$ cat src/common/flash_pkg.sv
package flash_pkg;

	// ##########################################################
	// Bus and datapath widths
	// ##########################################################

	typedef logic [15:0] reg_word_t;   // Host register bus word.
	typedef logic [3:0]  reg_addr_t;   // Register offset.
	typedef logic [23:0] flash_addr_t; // Flash byte address.
	typedef logic [15:0] mem_addr_t;   // Destination word address.
	typedef logic [15:0] mem_data_t;   // Destination data word.
	typedef logic [5:0]  xfer_len_t;   // SPI transfer length in bits.

	// ##########################################################
	// Register map
	// ##########################################################

	localparam reg_addr_t REG_ADDR_LO   = 4'd0;
	localparam reg_addr_t REG_ADDR_HI   = 4'd1; // Bits 7:0 only.
	localparam reg_addr_t REG_CMD       = 4'd2; // Bit 0 go-read, bit 1 wake.
	localparam reg_addr_t REG_DATA      = 4'd3;
	localparam reg_addr_t REG_STATUS    = 4'd4; // Bit 0 done, bit 1 busy.
	localparam reg_addr_t REG_DMA_ADDR  = 4'd5;
	localparam reg_addr_t REG_DMA_COUNT = 4'd6;

	// Flash opcodes.
	localparam logic [7:0] OP_READ = 8'h03;
	localparam logic [7:0] OP_WAKE = 8'hAB;

	// ##########################################################
	// Sequencer states
	// ##########################################################

	typedef enum logic [2:0] {
		seq_idle,
		seq_wake,     // Wake opcode on the wire.
		seq_cmd_addr, // Read opcode plus 24-bit address.
		seq_data,     // Shifting in one 16-bit word.
		seq_mem_wr,   // Word waiting on the memory port.
		seq_finish
	} seq_state_t;

endpackage

$ cat src/common/mem_wr_if.sv
`timescale 1ns/1ps

interface mem_wr_if import flash_pkg::*; ();

	logic      wvalid;
	logic      wready;
	mem_addr_t memory_address;
	mem_data_t memory_data;

	modport source (
		output wvalid, memory_address, memory_data,
		input  wready
	);

	modport sink (
		input  wvalid, memory_address, memory_data,
		output wready
	);

endinterface

$ cat src/common/spi_if.sv
`timescale 1ns/1ps

interface spi_if import flash_pkg::*; ();

	logic        start;   // One-cycle request, only while the shifter is idle.
	logic [31:0] tx_data; // Sent MSB first.
	xfer_len_t   tx_len;
	mem_data_t   rx_data; // Last 16 bits sampled.
	logic        done;

	modport master (
		output start, tx_data, tx_len,
		input  rx_data, done
	);

	modport slave (
		input  start, tx_data, tx_len,
		output rx_data, done
	);

endinterface

$ cat src/logic/spi_flash_dma.sv
`timescale 1ns/1ps

module spi_flash_dma import flash_pkg::*; #(
	parameter int SCK_DIV = 8
) (
	input  logic      CLK,
	input  logic      RSTb,
	input  reg_addr_t address,
	input  reg_word_t data_in,
	input  logic      wr,
	output reg_word_t data_out,
	output logic      MOSI,
	input  logic      MISO,
	output logic      SCK,
	output logic      CSb,
	output logic      wvalid,
	input  logic      wready,
	output mem_addr_t memory_address,
	output mem_data_t memory_data,
	output logic      irq
);

	flash_addr_t flash_addr;
	mem_addr_t   dma_addr;
	reg_word_t   dma_count;
	logic        go;
	logic        wake;
	logic        busy;
	logic        done_set;
	mem_data_t   rx_word;

	spi_if    spi_bus ();
	mem_wr_if mem_bus ();

	flash_regs u_regs (
		.CLK        (CLK),
		.RSTb       (RSTb),
		.address    (address),
		.data_in    (data_in),
		.wr         (wr),
		.busy       (busy),
		.done_set   (done_set),
		.rx_word    (rx_word),
		.data_out   (data_out),
		.flash_addr (flash_addr),
		.dma_addr   (dma_addr),
		.dma_count  (dma_count),
		.go         (go),
		.wake       (wake)
	);

	flash_seq u_seq (
		.CLK        (CLK),
		.RSTb       (RSTb),
		.go         (go),
		.wake       (wake),
		.flash_addr (flash_addr),
		.dma_addr   (dma_addr),
		.dma_count  (dma_count),
		.busy       (busy),
		.done_set   (done_set),
		.rx_word    (rx_word),
		.CSb        (CSb),
		.irq        (irq),
		.spi        (spi_bus.master),
		.mem        (mem_bus.source)
	);

	spi_shifter #(
		.SCK_DIV (SCK_DIV)
	) u_shifter (
		.CLK  (CLK),
		.RSTb (RSTb),
		.MISO (MISO),
		.MOSI (MOSI),
		.SCK  (SCK),
		.spi  (spi_bus.slave)
	);

	// Memory write channel out to the pins.
	assign wvalid          = mem_bus.wvalid;
	assign memory_address  = mem_bus.memory_address;
	assign memory_data     = mem_bus.memory_data;
	assign mem_bus.wready  = wready;

endmodule

$ cat src/spi_flash/flash_regs.sv
`timescale 1ns/1ps

module flash_regs import flash_pkg::*; (
	input  logic        CLK,
	input  logic        RSTb,
	input  reg_addr_t   address,
	input  reg_word_t   data_in,
	input  logic        wr,
	input  logic        busy,
	input  logic        done_set,
	input  mem_data_t   rx_word,
	output reg_word_t   data_out,
	output flash_addr_t flash_addr,
	output mem_addr_t   dma_addr,
	output reg_word_t   dma_count,
	output logic        go,
	output logic        wake
);

	reg_word_t  addr_lo_r;
	logic [7:0] addr_hi_r;
	mem_addr_t  dma_addr_r;
	reg_word_t  dma_count_r;
	logic       go_r;
	logic       wake_r;
	logic       done_r;
	logic       cmd_accept;

	// A pending pulse counts as busy, the sequencer has not left idle yet.
	assign cmd_accept = wr && (address == REG_CMD) && !busy && !go_r && !wake_r;

	always_ff @(posedge CLK) begin
		if (!RSTb) begin
			addr_lo_r   <= '0;
			addr_hi_r   <= '0;
			dma_addr_r  <= '0;
			dma_count_r <= '0;
			go_r        <= 1'b0;
			wake_r      <= 1'b0;
			done_r      <= 1'b0;
		end else begin
			go_r   <= cmd_accept & data_in[0];
			wake_r <= cmd_accept & data_in[1];

			if (wr) begin
				case (address)
					REG_ADDR_LO:   addr_lo_r   <= data_in;
					REG_ADDR_HI:   addr_hi_r   <= data_in[7:0];
					REG_DMA_ADDR:  dma_addr_r  <= data_in;
					REG_DMA_COUNT: dma_count_r <= data_in;
					default: ;
				endcase
			end

			// Sticky done, a new command clears it.
			if (cmd_accept && (data_in[1:0] != 2'b00))
				done_r <= 1'b0;
			else if (done_set)
				done_r <= 1'b1;
		end
	end

	assign flash_addr = {addr_hi_r, addr_lo_r};
	assign dma_addr   = dma_addr_r;
	assign dma_count  = dma_count_r;
	assign go         = go_r;
	assign wake       = wake_r;

	always_comb begin
		data_out = '0;
		case (address)
			REG_ADDR_LO:   data_out = addr_lo_r;
			REG_ADDR_HI:   data_out = {8'h00, addr_hi_r};
			REG_DATA:      data_out = {rx_word[7:0], rx_word[15:8]}; // First flash byte low.
			REG_STATUS:    data_out = {14'd0, busy, done_r};
			REG_DMA_ADDR:  data_out = dma_addr_r;
			REG_DMA_COUNT: data_out = dma_count_r;
			default: ;
		endcase
	end

endmodule

$ cat src/spi_flash/flash_seq.sv
`timescale 1ns/1ps

module flash_seq import flash_pkg::*; (
	input  logic        CLK,
	input  logic        RSTb,
	input  logic        go,
	input  logic        wake,
	input  flash_addr_t flash_addr,
	input  mem_addr_t   dma_addr,
	input  reg_word_t   dma_count,
	output logic        busy,
	output logic        done_set,
	output mem_data_t   rx_word,
	output logic        CSb,
	output logic        irq,
	spi_if.master       spi,
	mem_wr_if.source    mem
);

	localparam xfer_len_t LEN_CMD_ADDR = 6'd32;
	localparam xfer_len_t LEN_WAKE     = 6'd8;
	localparam xfer_len_t LEN_WORD     = 6'd16;

	seq_state_t  state_r;
	logic        cs_b_r;
	logic        start_r;
	logic        wvalid_r;
	mem_addr_t   cur_addr_r;
	reg_word_t   remain_r;
	reg_word_t   remain_next;
	mem_data_t   rx_word_r;
	logic [31:0] tx_data_r;
	xfer_len_t   tx_len_r;

	assign remain_next = remain_r - 16'd1;

	// ##########################################################
	// Phase sequencing
	// ##########################################################

	always_ff @(posedge CLK) begin
		if (!RSTb) begin
			state_r    <= seq_idle;
			cs_b_r     <= 1'b1;
			start_r    <= 1'b0;
			wvalid_r   <= 1'b0;
			cur_addr_r <= '0;
			remain_r   <= '0;
			rx_word_r  <= '0;
		end else begin
			start_r <= 1'b0;
			case (state_r)
				seq_idle: begin
					if (go) begin
						cur_addr_r <= dma_addr;
						remain_r   <= dma_count;
						cs_b_r     <= 1'b0;
						start_r    <= 1'b1;
						state_r    <= seq_cmd_addr;
					end else if (wake) begin
						cs_b_r  <= 1'b0;
						start_r <= 1'b1;
						state_r <= seq_wake;
					end
				end
				seq_wake: begin
					if (spi.done) begin
						cs_b_r  <= 1'b1;
						state_r <= seq_finish;
					end
				end
				seq_cmd_addr: begin
					if (spi.done) begin
						start_r <= 1'b1; // First data word.
						state_r <= seq_data;
					end
				end
				seq_data: begin
					if (spi.done) begin
						rx_word_r <= spi.rx_data;
						wvalid_r  <= 1'b1;
						state_r   <= seq_mem_wr;
					end
				end
				seq_mem_wr: begin
					// SCK stays low here, so a stalled write just stretches the clock.
					if (mem.wready) begin
						wvalid_r   <= 1'b0;
						cur_addr_r <= cur_addr_r + 16'd1;
						remain_r   <= remain_next;
						if (remain_next == 16'd0) begin
							cs_b_r  <= 1'b1;
							state_r <= seq_finish;
						end else begin
							start_r <= 1'b1;
							state_r <= seq_data;
						end
					end
				end
				seq_finish: state_r <= seq_idle;
				default:    state_r <= seq_idle;
			endcase
		end
	end

	// Transfer setup, sampled by the shifter together with start.
	always_ff @(posedge CLK) begin
		if (state_r == seq_idle) begin
			if (go) begin
				tx_data_r <= {OP_READ, flash_addr};
				tx_len_r  <= LEN_CMD_ADDR;
			end else begin
				tx_data_r <= {OP_WAKE, 24'h000000};
				tx_len_r  <= LEN_WAKE;
			end
		end else begin
			tx_data_r <= '0; // Dummy bits while reading.
			tx_len_r  <= LEN_WORD;
		end
	end

	assign spi.start   = start_r;
	assign spi.tx_data = tx_data_r;
	assign spi.tx_len  = tx_len_r;

	assign mem.wvalid         = wvalid_r;
	assign mem.memory_address = cur_addr_r;
	assign mem.memory_data    = {rx_word_r[7:0], rx_word_r[15:8]}; // First flash byte low.

	assign busy     = (state_r != seq_idle);
	assign done_set = (state_r == seq_finish);
	assign irq      = (state_r == seq_finish);
	assign rx_word  = rx_word_r;
	assign CSb      = cs_b_r;

endmodule

$ cat src/spi_flash/spi_shifter.sv
`timescale 1ns/1ps

module spi_shifter import flash_pkg::*; #(
	parameter int SCK_DIV = 8
) (
	input  logic  CLK,
	input  logic  RSTb,
	input  logic  MISO,
	output logic  MOSI,
	output logic  SCK,
	spi_if.slave  spi
);

	localparam int TICK_W = $clog2(SCK_DIV);
	localparam logic [TICK_W-1:0] RISE_TICK = TICK_W'(SCK_DIV / 2 - 1);
	localparam logic [TICK_W-1:0] LAST_TICK = TICK_W'(SCK_DIV - 1);

	logic              active_r;
	logic [TICK_W-1:0] tick_r;
	xfer_len_t         bit_cnt_r;
	xfer_len_t         len_r;
	xfer_len_t         last_bit;
	logic              done_r;
	logic [31:0]       shift_r;
	mem_data_t         rx_r;
	logic              load;
	logic              rise;
	logic              bit_end;

	assign last_bit = len_r - 6'd1;
	assign load     = !active_r && spi.start;
	assign rise     = active_r && (tick_r == RISE_TICK);
	assign bit_end  = active_r && (tick_r == LAST_TICK);

	always_ff @(posedge CLK) begin
		if (!RSTb) begin
			active_r  <= 1'b0;
			tick_r    <= '0;
			bit_cnt_r <= '0;
			len_r     <= '0;
			done_r    <= 1'b0;
		end else begin
			done_r <= 1'b0;
			if (load) begin
				active_r  <= 1'b1;
				tick_r    <= '0;
				bit_cnt_r <= '0;
				len_r     <= spi.tx_len;
			end else if (active_r) begin
				tick_r <= tick_r + 1'b1; // Wraps to 0 at the end of each bit.
				if (bit_end) begin
					bit_cnt_r <= bit_cnt_r + 6'd1;
					if (bit_cnt_r == last_bit) begin
						active_r <= 1'b0;
						done_r   <= 1'b1;
					end
				end
			end
		end
	end

	always_ff @(posedge CLK) begin
		if (load)
			shift_r <= spi.tx_data;
		else if (bit_end)
			shift_r <= {shift_r[30:0], 1'b0};
		if (rise)
			rx_r <= {rx_r[14:0], MISO}; // Sampled on the rising SCK.
	end

	// Low half first, high half second.
	assign SCK  = tick_r[TICK_W-1];
	assign MOSI = active_r & shift_r[31];

	assign spi.rx_data = rx_r;
	assign spi.done    = done_r;

endmodule
$ cat config.mk
export PLATFORM = sky130hd
export DESIGN_NAME = spi_flash_dma
export DESIGN_NICKNAME = d
export VERILOG_FILES = /design/src/common/flash_pkg.sv /design/src/common/mem_wr_if.sv /design/src/common/spi_if.sv /design/src/logic/spi_flash_dma.sv /design/src/spi_flash/flash_regs.sv /design/src/spi_flash/flash_seq.sv /design/src/spi_flash/spi_shifter.sv
export SDC_FILE = /design/constraint.sdc
export NUM_CORES = 1
export LEC_CHECK = 0
export ABC_CLOCK_PERIOD_IN_PS = 2800
export BUFFER_PORTS_ARGS = -buffer_cell sky130_fd_sc_hd__buf_2
export CAP_MARGIN = 0
export CORE_MARGIN = 8
export CORE_UTILIZATION = 40
export CTS_BUF_LIST = sky130_fd_sc_hd__clkbuf_8
export DETAILED_ROUTE_END_ITERATION = 10
export SYNTH_ARGS = -nofsm -noshare
export SYNTH_HDL_FRONTEND = slang
export SYNTH_SLANG_ARGS = --single-unit
export TNS_END_PERCENT = 100
$ cat constraint.sdc
create_clock -name CLK -period 2.8 [get_ports CLK]
set_input_delay 0 -clock CLK [delete_from_list [all_inputs] [get_ports CLK]]
set_output_delay 0 -clock CLK [all_outputs]
set_load 0.01 [all_outputs]
==> out/qor.txt, run 1 <==
STATUS
--------------------------------------------------------------------------------------
Outcome ................................................................. finished clean

STA
--------------------------------------------------------------------------------------
Total negative slack ....................................................         0 ps
Worst slew margin .......................................................        46.5%
RSZ-0062 raised after global routing ....................................           no
Transition time of the tightest slew-check pin ..........................       801 ps
Final Hold Slack ........................................................      78.3 ps
Post-Route Skew .........................................................      31.2 ps
Hold Violations, Final ..................................................            0
Maximum achievable frequency ............................................    0.390 GHz
Setup violations, final .................................................            0
Period Utilization, post-route ..........................................        91.6%
Max Slew Vio Count ......................................................            0
Final critical delay including setup and external delays ................      2570 ps

POWER AND IR DROP
--------------------------------------------------------------------------------------
Leakage power of the design .............................................   0.00401 uW
Maximum resistive drop on vdd ...........................................       338 uV
P per Cell Area .........................................................   581 mW/mm2
Overall power ...........................................................      6020 uW

GRT
--------------------------------------------------------------------------------------
Leftover overflow at the end of global routing ..........................            0
Wire length of the first global-routing pass ............................    39,700 um
Number of global-route vias before repair ...............................        7,332
Aggregate global-route resource usage ...................................        18.5%
Antenna violations before repair ........................................            0
Pin count of the biggest net entering global routing ....................           78

MIN PATH
--------------------------------------------------------------------------------------
Launch point of the worst hold path .....................................   address[2]
HP Class ................................................................       in2reg
WHS Path Cells ..........................................................            4
Hold Path End ........................................................... u_regs.wake$_SDFF_PN0_

WORST SETUP PATH
--------------------------------------------------------------------------------------
Kind of start point of the critical path ................................     register
R2R depth ...............................................................            8
R2r endpoint ............................................................ u_seq.spi.start$_SDFF_PN0_
Critical Path Fanout Max ................................................            7
Arrival time worst endpoint .............................................      2940 ps
Crit Path Category ......................................................      reg2reg
Required time worst endpoint ............................................      3180 ps
Endpoint kind of the worst setup timing path ............................     register
Combined buffer and inverter count along the critical path ..............            1
Worst r2r src ........................................................... u_seq.remain_r[0]$_SDFFE_PN0P_
CP cell instances ....................................................... inv_1, ha_1, or3b_1, nor3_1, xor2_1, or4b_1, and4bb_1, o22ai_1
Largest stage delay on the critical path ................................       510 ps
Kind of cell adding the most delay to the critical path ................. simple AND/OR/NAND/NOR gates
Worst-case register-to-register setup slack .............................       230 ps
Slowest cell on crit path ...............................................       or4b_1

PLACEMENT
--------------------------------------------------------------------------------------
Number of input and output port buffers inserted ........................           77
HPWL after DPL ..........................................................    16,800 um
Placer's final routability congestion estimate ..........................        0.851

CLOCK TREE
--------------------------------------------------------------------------------------
H-tree level count ......................................................            2
Clock transition at the registers of the reported paths .................        60 ps
Clock root buffer .......................................................     clkbuf_8
# clock sinks ...........................................................          203
Worst-Skew Late Latency .................................................       520 ps
Number of buffers between clock root and the deepest sink ...............            3
TritonCTS clock tree ....................................................         done
Number of buffers created by CTS ........................................           36

SYNTHESIS
--------------------------------------------------------------------------------------
Library cell occupying the most area in the post-synthesis netlist ......      dfxtp_1
Portion of the post-synthesis area used by sequential elements ..........        52.0%
Synthesized flop and latch total ........................................          203
Yosys warns .............................................................            0
Cell Area, Synth ........................................................  0.00873 mm2
Synth async-reset ratio .................................................           0%
Top cells by area, synth ................................................ dfxtp_1, edfxtp_1, nand2_1
Yosys top cell area share ...............................................        35.5%
Most instantiated flip-flop cell in the synthesis netlist ...............      dfxtp_1
Synth Instances .........................................................        1,018
Number of distinct standard cells referenced by the synthesized netlist .           71
Synth Net Count .........................................................        1,051
Cell with the most instances after synthesis ............................      nand2_1
Number of synthesized flops with an enable pin ..........................           48
Per-instance average area after synthesis ...............................     8.58 um2
Synth top cells by count ................................................ nand2_1, dfxtp_1, a21oi_1, clkbuf_1, edfxtp_1

ROUTE
--------------------------------------------------------------------------------------
Routed Wire Length ......................................................    24,900 um
Vias after detailed routing .............................................        7,604
Wire length per cell after detailed routing .............................      17.4 um
Count of nets left with antenna violations after detail routing .........            0
First-iteration detailed-routing DRC count ..............................          473
Total iterations of the first detailed-routing run ......................            5
Via density per instance ................................................         5.34
DRC violation count after routing .......................................            0

FLOORPLANNING
--------------------------------------------------------------------------------------
Width of the die ........................................................       164 um
FP Rows .................................................................           54
Count of boundary I/O pins ..............................................           78
Core outline area .......................................................   0.0216 mm2
Initial core utilization ................................................        40.4%
Height of the die .......................................................       164 um
Area of the die .........................................................   0.0268 mm2

LAYOUT
--------------------------------------------------------------------------------------
Final-layout fill cell count ............................................        2,121
Share of post-route cells with drive strength above 1 ...................        14.7%
Layout-stage area growth over the synthesis result ......................        18.6%
Net count reported at finish ............................................        1,152
Number of antenna cells inserted ........................................            0

JOB
--------------------------------------------------------------------------------------
Max-capacitance violation count .........................................            0

cell families after synthesis:
family          synth area share (%)
mux                            0.358
compound gates                  16.2
fa+ha+maj                       1.15
flops                           52.0
simple gates                    25.1
buf+inv                         3.50
xor+xnor                        1.60
power by group:
group / switching, uW / internal (uW) / total, uW
logic: 216 / 118 / 334
clock network: 1180 / 1410 / 2590
registers: 33.0 / 3060 / 3090
total: 1430 / 4590 / 6020
cell usage in the layout, fill, tap and decap left out, types with 3 or more instances in the layout:
master / synthesis / routed
nand2_1: 288 / 288
dfxtp_1: 155 / 155
a21oi_1: 114 / 114
buf_2: 1 / 77
edfxtp_1: 48 / 48
nor2_1: 45 / 45
clkbuf_8: 0 / 44
o21ai_0: 38 / 38
and2_1: 37 / 37
a22oi_1: 36 / 36
nand3_1: 28 / 28
inv_1: 10 / 28
dlygate4sd3_1: 0 / 24
buf_4: 1 / 24
nor3_1: 17 / 13
nand4_1: 11 / 11
xnor2_1: 11 / 11
and3_1: 9 / 9
ha_1: 8 / 8
a211oi_1: 7 / 7
nor4_1: 6 / 6
nand2b_1: 6 / 6
xor2_1: 5 / 5
nor3_2: 1 / 5
or3_1: 5 / 5
o22ai_1: 5 / 5
and2_0: 3 / 3
a2bb2oi_1: 3 / 3
nor3b_1: 3 / 3
through the flow:
stage | setup WS [ps] | instance area, um2 | instances | utilization, %
floorplan | 450 | 8730 | 1018 | -
global placement | 304 | 9430 | 1337 | 43.6
detailed placement | 260 | 9430 | 1337 | 43.6
CTS | 244 | 10400 | 1425 | 47.9
global route | 84.6 | 10400 | 1425 | 47.9
finish | 235 | 10400 | 1425 | 47.9
repair_timing:
| item | in CTS | in global routing |
|---|---|---|
| resized for setup | 0 | 0 |
| endpoints found under the hold margin | 70 | 0 |
| setup buffers | 0 | 0 |
| hold buffers | 24 | 0 |
| endpoints found under the setup margin | 0 | 0 |
layout make-up:
class,count,area (um2),share of cell area [%]
clock buffers,44,606,5.85
inverters,11,42.5,0.411
well taps,280,350,3.38
clock inverters,20,82.6,0.797
multi-input cells,741,3910,37.7
flip-flops and latches,203,4540,43.9
repair buffers,126,826,7.97
how the worst max path moves through the flow:
stage,from,endpoint,depth (start not counted)
after floorplan,u_seq.remain_r[0]$_SDFFE_PN0P_,u_seq.spi.start$_SDFF_PN0_,9
after global placement,u_seq.remain_r[0]$_SDFFE_PN0P_,u_seq.spi.start$_SDFF_PN0_,8
after detailed placement,u_seq.remain_r[0]$_SDFFE_PN0P_,u_seq.spi.start$_SDFF_PN0_,8
after CTS,u_seq.remain_r[0]$_SDFFE_PN0P_,u_seq.spi.start$_SDFF_PN0_,8
after global routing,u_seq.remain_r[0]$_SDFFE_PN0P_,u_seq.spi.start$_SDFF_PN0_,8
final,u_seq.remain_r[0]$_SDFFE_PN0P_,u_seq.spi.start$_SDFF_PN0_,8
worst min-delay path, delay by kind of cell:
kind                   cells  cell delay, ps
and+or+nand+nor            3             360
buffers and inverters      1             170
per-layer routing:
metal  share of wire [%]  GRT usage, %  vias to the layer above
met4                 2.9          6.90                        0
met3                 5.8          3.81                       44
met1                  47          25.3                     3583
met5                   0             0                        -
li1                    -             -                     3750
met2                  44          28.4                      227
flip-flops by register name (all words and copies together), names as in the netlist, 3 cells and up:
register	flops
u_seq.remain_r	16
u_regs.dma_count	16
u_seq.mem.memory_address	16
u_shifter.len_r	3
u_seq.rx_word	16
u_shifter.tick_r	3
u_regs.addr_hi_r	8
u_seq.spi.tx_data	25
u_shifter.spi.rx_data	16
u_seq.spi.tx_len	3
u_shifter.shift_r	32
u_seq.state_r	3
u_shifter.bit_cnt_r	6
u_regs.dma_addr	16
u_regs.addr_lo_r	16
Note: power is estimated with default switching activity, not from simulation.
==> inputs of run 2 (changes only) <==
- PLACE_DENSITY: not set -> 0.63
==> run 2 against run 1 <==
Against the previous run: critical endpoint is now u_seq.CSb$_SDFFE_PN1P_; worst hold slack got worse by 6.3 ps; highest routed layer unchanged; non-clock buffer count down 6; clock power is 2% higher.
==> out/qor.txt, run 2 (same netlist as run 1, synthesis figures left out) <==
WORST SETUP PATH
-------------------------------------------------------------------------------------
Critical Path Fanout Max ...............................................            7   unchanged
R2R depth ..............................................................            8   unchanged
Kind of start point of the critical path ...............................     register
Endpoint kind of the worst setup timing path ...........................     register
Arrival time worst endpoint ............................................      3000 ps   +60 ps
Crit Path Category .....................................................      reg2reg
Required time worst endpoint ...........................................      3190 ps   about the same

POWER AND IR DROP
-------------------------------------------------------------------------------------
Combinational Power Share ..............................................         5.1%   -0.5 points
Fraction of power spent switching nets .................................        23.7%   +0.034 points
Share of power burned in the clock network .............................        43.6%   +0.6 points
Total net switching power ..............................................      1440 uW   +0.96%
Design internal power ..................................................      4630 uW   +0.77%
Leakage power of the design ............................................   0.00398 uW   -0.81%
Seq pwr share ..........................................................        51.2%   -0.2 points
Maximum resistive drop on vdd ..........................................       468 uV   +38%
P per Cell Area ........................................................   589 mW/mm2   +1.3%

MIN PATH
-------------------------------------------------------------------------------------
HP Class ...............................................................       in2reg
WHS Path Cells .........................................................            4   unchanged

FLOORPLANNING
-------------------------------------------------------------------------------------
Area of the die ........................................................   0.0268 mm2   unchanged
Core outline area ......................................................   0.0216 mm2   unchanged
Initial core utilization ...............................................        40.4%   unchanged
FP Rows ................................................................           54   unchanged
Width of the die .......................................................       164 um   unchanged
Height of the die ......................................................       164 um   unchanged
Count of boundary I/O pins .............................................           78   unchanged

JOB
-------------------------------------------------------------------------------------
Max-capacitance violation count ........................................            0   unchanged

GRT
-------------------------------------------------------------------------------------
Wire length of the first global-routing pass ...........................    39,000 um   -1.7%
Number of global-route vias before repair ..............................        7,366   +0.46%
Pin count of the biggest net entering global routing ...................           57   -27%
Global routing usage on met3 ...........................................        4.31%   +0.50 points
Leftover overflow at the end of global routing .........................            0   unchanged
Antenna violations before repair .......................................            0   unchanged
Most used routing layer ................................................         met2
Met2 usage .............................................................        28.5%   +0.094 points
Met1 Usage GRT .........................................................        24.0%   -1.3 points
Aggregate global-route resource usage ..................................        18.0%   -0.51 points

CLOCK TREE
-------------------------------------------------------------------------------------
Number of buffers created by CTS .......................................           36   unchanged
Clock transition at the registers of the reported paths ................        60 ps   about the same
# clock sinks ..........................................................          203   unchanged
H-tree level count .....................................................            2   unchanged
Number of buffers between clock root and the deepest sink ..............            3   unchanged
Clock root buffer ......................................................     clkbuf_8
TritonCTS clock tree ...................................................         done
Worst-Skew Late Latency ................................................       530 ps   about the same

PLACEMENT
-------------------------------------------------------------------------------------
Placer's final routability congestion estimate .........................        0.873   +2.5%
HPWL after DPL .........................................................    16,400 um   -2.5%
Total cell area at the placement stage .................................  0.00939 mm2   -0.45%
Number of input and output port buffers inserted .......................           77   unchanged

LAYOUT
-------------------------------------------------------------------------------------
Final standard cell area without fillers ...............................   0.0103 mm2   -0.47%
Net count reported at finish ...........................................        1,146   -0.52%
Most frequent cells in the layout ...................................... nand2_1, dfxtp_1, a21oi_1, buf_2, edfxtp_1
Layout-stage area growth over the synthesis result .....................        18.0%
Max reg flops ..........................................................           32   unchanged
Number of antenna cells inserted .......................................            0   unchanged
Utilization after layout ...............................................        47.7%   -0.23 points
Register with the most flip-flops ...................................... u_shifter.shift_r
Share of post-route cells with drive strength above 1 ..................        14.6%   -0.11 points
Most frequent standard cell in the layout excluding fill and tap cells .      nand2_1

ROUTE
-------------------------------------------------------------------------------------
Count of nets left with antenna violations after detail routing ........            0   unchanged
DRC violation count after routing ......................................            0   unchanged
Via density per instance ...............................................         5.36   +0.39%
Vias after detailed routing ............................................        7,607   +0.039%
Total iterations of the first detailed-routing run .....................            5   unchanged
Routed Wire Length .....................................................    24,300 um   -2.4%
First-iteration detailed-routing DRC count .............................          555   +17%
Wire length per cell after detailed routing ............................      17.1 um   -2.1%

STA
-------------------------------------------------------------------------------------
Period Utilization, post-route .........................................        93.1%   +1.5 points
Transition time of the tightest slew-check pin .........................       831 ps   +30.2 ps
Worst slew margin ......................................................        44.6%   -1.9 points
Setup violations, final ................................................            0   unchanged
RSZ-0062 raised after global routing ...................................           no
Total negative slack ...................................................         0 ps   unchanged
Post-Route Skew ........................................................      24.4 ps   -6.81 ps
Maximum achievable frequency ...........................................    0.384 GHz   -1.6%
Max Slew Vio Count .....................................................            0   unchanged
Hold Violations, Final .................................................            0   unchanged
Final critical delay including setup and external delays ...............      2610 ps   +40.9 ps

STATUS
-------------------------------------------------------------------------------------
Outcome ................................................................ finished clean

run 2: cell count changes in the layout (fill, tap and decap cells not counted), sizes merged:
cell,previous run,this run
clkinv,1,6
clkbuf,44,42
dlygate4sd3,24,22
bufinv,0,1
inv,28,25
buf,102,98
run 2: what timing repair did:
item,4_1_cts,5_1_grt
endpoints found under the hold margin,70,0
buffers inserted,0,0
resized for setup,0,0
hold buffers,22,0
run 2: per-layer routing:
metal / vias up / share of wire (%)
met5: - / 0
met1: 3606 / 45
li1: 3739 / -
met3: 33 / 7.0
met2: 229 / 46
met4: 0 / 1.8
run 2: critical path, cell delays in order (launching register included):
cell	delay, ps
dfxtp_1	370
inv_1	80
ha_1	240
nor3b_2	410
nand3_1	290
or4b_4	550
nand3_2	90
nand4_1	130
mux2_1	340
run 2: path summary, 6_finish.rpt:
path | slack [ps] | startpoint | to
max reg2reg | 190 | u_seq.remain_r[0]$_SDFFE_PN0P_ | u_seq.CSb$_SDFFE_PN1P_
min reg2reg | 450 | u_shifter.spi.rx_data[10]$_DFFE_PP_ | u_shifter.spi.rx_data[11]$_DFFE_PP_
max | 190 | u_seq.remain_r[0]$_SDFFE_PN0P_ | u_seq.CSb$_SDFFE_PN1P_
min | 70 | address[0] | u_regs.wake$_SDFF_PN0_
run 2: power groups by stage:
| stage | Clock (uW) | Sequential, uW | Combinational [uW] |
|---|---|---|---|
| finish | 2650 | 3110 | 312 |
| CTS | 2720 | 3110 | 313 |
| detailed placement | 0 | 3170 | 288 |
| global route | 2860 | 3110 | 344 |
| floorplan | 0 | 3150 | 193 |
| global placement | 0 | 3170 | 284 |
run 2: area by class of cell:
type	instances	area [um2]
Clock inverter	23	124
Timing Repair Buffer	120	763
Multi-Input combinational cell	741	3910
Tap cell	280	350
Sequential cell	203	4540
Fill cell	2085	11300
Clock buffer	42	578
Inverter	11	42.5
run 2: metrics by stage:
stage | power [uW] | cells | hold slack, ps | setup WS (ps)
floorplan | 3340 | 1018 | 98.9 | 450
global placement | 3450 | 1333 | 178 | 322
detailed placement | 3460 | 1333 | 180 | 222
CTS | 6140 | 1420 | 18.5 | 229
global route | 6320 | 1420 | 73.5 | 66.0
finish | 6070 | 1420 | 71.9 | 194
==> inputs of run 3 (changes only) <==
- SETUP_SLACK_MARGIN: not set -> 0.3
==> run 3 against run 2 <==
Against the previous run: critical endpoint is now u_seq.spi.start$_SDFF_PN0_; design area grew 0.66%; worst hold slack is essentially flat; flip-flop and latch count is the same; core utilization grew 0.31 points.
==> out/qor.txt, run 3 (same netlist as run 1, synthesis figures left out) <==
WORST SETUP PATH
-------------------------------------------------------------------------------------
Slowest cell on crit path ..............................................       or4b_1
Largest stage delay on the critical path ...............................       490 ps   -60 ps
R2r endpoint ........................................................... u_seq.spi.start$_SDFF_PN0_
Worst r2r src .......................................................... u_seq.remain_r[1]$_SDFFE_PN0P_
Worst-case register-to-register setup slack ............................       410 ps   +220 ps
R2R depth ..............................................................            8   unchanged
Arrival time worst endpoint ............................................      2760 ps   -240 ps
Crit Path Category .....................................................      reg2reg
Worst setup path endpoint .............................................. u_seq.spi.start$_SDFF_PN0_
CP cell instances ...................................................... inv_2, ha_4, nor3b_4, nand4_1, xnor2_2, or4b_1, and4bb_1, o22ai_1
Launch point of the worst path ......................................... u_seq.remain_r[1]$_SDFFE_PN0P_
Kind of start point of the critical path ...............................     register
Critical Path Fanout Max ...............................................            6   -1
Endpoint kind of the worst setup timing path ...........................     register
Required time worst endpoint ...........................................      3180 ps   about the same

MIN PATH
-------------------------------------------------------------------------------------
HP Class ...............................................................       in2reg
WHS Path Cells .........................................................            4   unchanged

STA
-------------------------------------------------------------------------------------
Setup violations, final ................................................            0   unchanged
Final critical delay including setup and external delays ...............      2390 ps   -220 ps
Post-Route Skew ........................................................      26.6 ps   +2.20 ps
Total negative slack ...................................................         0 ps   unchanged
Hold Violations, Final .................................................            0   unchanged
Transition time of the tightest slew-check pin .........................       819 ps   -12.4 ps
RSZ-0062 raised after global routing ...................................           no
Maximum achievable frequency ...........................................    0.419 GHz   +9.2%
Worst slew margin ......................................................        45.4%   +0.83 points
Max Slew Vio Count .....................................................            0   unchanged
Period Utilization, post-route .........................................        85.2%   -7.8 points

CLOCK TREE
-------------------------------------------------------------------------------------
Clock transition at the registers of the reported paths ................        60 ps   about the same
Number of buffers created by CTS .......................................           36   unchanged
TritonCTS clock tree ...................................................         done
# clock sinks ..........................................................          203   unchanged
Clock root buffer ......................................................     clkbuf_8
Number of buffers between clock root and the deepest sink ..............            3   unchanged
Worst-Skew Late Latency ................................................       530 ps   about the same
H-tree level count .....................................................            2   unchanged

POWER AND IR DROP
-------------------------------------------------------------------------------------
Fraction of power spent switching nets .................................        23.8%   +0.062 points
Share of power burned in the clock network .............................        43.7%   about the same
Combinational Power Share ..............................................         5.2%   about the same
Maximum resistive drop on vdd ..........................................       468 uV   about the same
Seq pwr share ..........................................................        51.2%   about the same
Design internal power ..................................................      4630 uW   about the same
Total net switching power ..............................................      1440 uW   +0.35%
Leakage power of the design ............................................   0.00401 uW   +0.68%
P per Cell Area ........................................................   585 mW/mm2   -0.56%

LAYOUT
-------------------------------------------------------------------------------------
Number of antenna cells inserted .......................................            0   unchanged
Layout-stage area growth over the synthesis result .....................        18.8%
Net count reported at finish ...........................................        1,149   +0.26%
Max reg flops ..........................................................           32   unchanged
Share of post-route cells with drive strength above 1 ..................        15.7%   +1.1 points
Final-layout fill cell count ...........................................        2,081   -0.19%
Most frequent cells in the layout ...................................... nand2_1, dfxtp_1, a21oi_1, buf_2, edfxtp_1
Most frequent standard cell in the layout excluding fill and tap cells .      nand2_1
Count of non-filler cells in the finished layout .......................        1,423   +0.21%
Register with the most flip-flops ...................................... u_shifter.shift_r

FLOORPLANNING
-------------------------------------------------------------------------------------
Core outline area ......................................................   0.0216 mm2   unchanged
Count of boundary I/O pins .............................................           78   unchanged
Width of the die .......................................................       164 um   unchanged
FP Rows ................................................................           54   unchanged
Height of the die ......................................................       164 um   unchanged
Initial core utilization ...............................................        40.4%   unchanged
Area of the die ........................................................   0.0268 mm2   unchanged

STATUS
-------------------------------------------------------------------------------------
Outcome ................................................................ finished clean

ROUTE
-------------------------------------------------------------------------------------
Via density per instance ...............................................         5.41   +0.98%
First-iteration detailed-routing DRC count .............................          595   +7.2%
Routed Wire Length .....................................................    24,400 um   +0.57%
Vias after detailed routing ............................................        7,698   +1.2%
Count of nets left with antenna violations after detail routing ........            0   unchanged
Total iterations of the first detailed-routing run .....................            5   unchanged
Wire length per cell after detailed routing ............................      17.1 um   +0.36%
DRC violation count after routing ......................................            0   unchanged

GRT
-------------------------------------------------------------------------------------
Aggregate global-route resource usage ..................................        18.0%   about the same
Antenna violations before repair .......................................            0   unchanged
Pin count of the biggest net entering global routing ...................           57   unchanged
Wire length of the first global-routing pass ...........................    39,000 um   about the same
Number of global-route vias before repair ..............................        7,372   +0.081%
Leftover overflow at the end of global routing .........................            0   unchanged

PLACEMENT
-------------------------------------------------------------------------------------
Post-placement cell count ..............................................        1,333   unchanged
HPWL after DPL .........................................................    16,400 um   unchanged
Placer's final routability congestion estimate .........................        0.873   unchanged
Number of input and output port buffers inserted .......................           77   unchanged

JOB
-------------------------------------------------------------------------------------
Max-capacitance violation count ........................................            0   unchanged

[run 3: final cells by class]
cell class	count	area, um2	area share, %
tap	280	350	3.38
timing repair buffer	123	786	7.57
clock buffer	42	578	5.57
clock inverter	23	124	1.19
inverter	11	42.5	0.410
multi-input combinational	741	3950	38.0
sequential	203	4550	43.9
[run 3: critical path: cells and delay by family (launching register included)]
family                   cells  cell delay (ps)
buffers and inverters        1               80
flip-flops                   1              340
AND/OR/NAND/NOR              4             1370
AO/OA/AOI/OAI                1               80
adder cells (fa/ha/maj)      1              160
XOR/XNOR                     1              220
[run 3: worst min path at each step]
stage	start	end	slack (ps)
floorplan	MISO	u_shifter.spi.rx_data[0]$_DFFE_PP_	100
global placement	MISO	u_shifter.spi.rx_data[0]$_DFFE_PP_	180
detailed placement	MISO	u_shifter.spi.rx_data[0]$_DFFE_PP_	180
CTS	address[3]	u_regs.wake$_SDFF_PN0_	20
global route	address[3]	u_regs.wake$_SDFF_PN0_	70
finish	address[0]	u_regs.wake$_SDFF_PN0_	70
[run 3: metal layers]
metal	track usage [%]	share of wire, %	vias up
met5	0	0	-
met1	23.9	45	3647
met3	4.31	7.1	36
li1	-	-	3748
met2	28.2	46	267
met4	5.99	2.1	0
[run 3: through the flow]
| stage | instance area (um2) | total power [uW] | util (%) | setup WS [ps] | hold WS (ps) |
|---|---|---|---|---|---|
| 2_1_floorplan | 8730 | 3340 | - | 450 | 98.9 |
| 3_3_place_gp | 9390 | 3450 | 43.4 | 322 | 178 |
| 3_5_place_dp | 9390 | 3460 | 43.4 | 222 | 180 |
| 4_1_cts | 10300 | 6140 | 47.7 | 298 | 18.5 |
| 5_1_grt | 10400 | 6320 | 48.0 | 300 | 73.5 |
| 6_report | 10400 | 6070 | 48.0 | 413 | 72.3 |
[run 3: repair_timing]
item | in CTS | in global routing
pin swaps | 0 | 4
setup buffers | 0 | 3
setup endpoints to repair | 2 | 5
gates cloned | 0 | 0
resized for setup | 2 | 11
hold buffers | 22 | 0
hold endpoints to repair | 70 | 0
[run 3: power by group through the flow]
stage	clock, uW	sequential (uW)	combinational, uW
final	2650	3110	314
after global routing	2860	3110	345
after CTS	2720	3110	313
after detailed placement	0	3170	288
after global placement	0	3170	284
after floorplan	0	3150	193
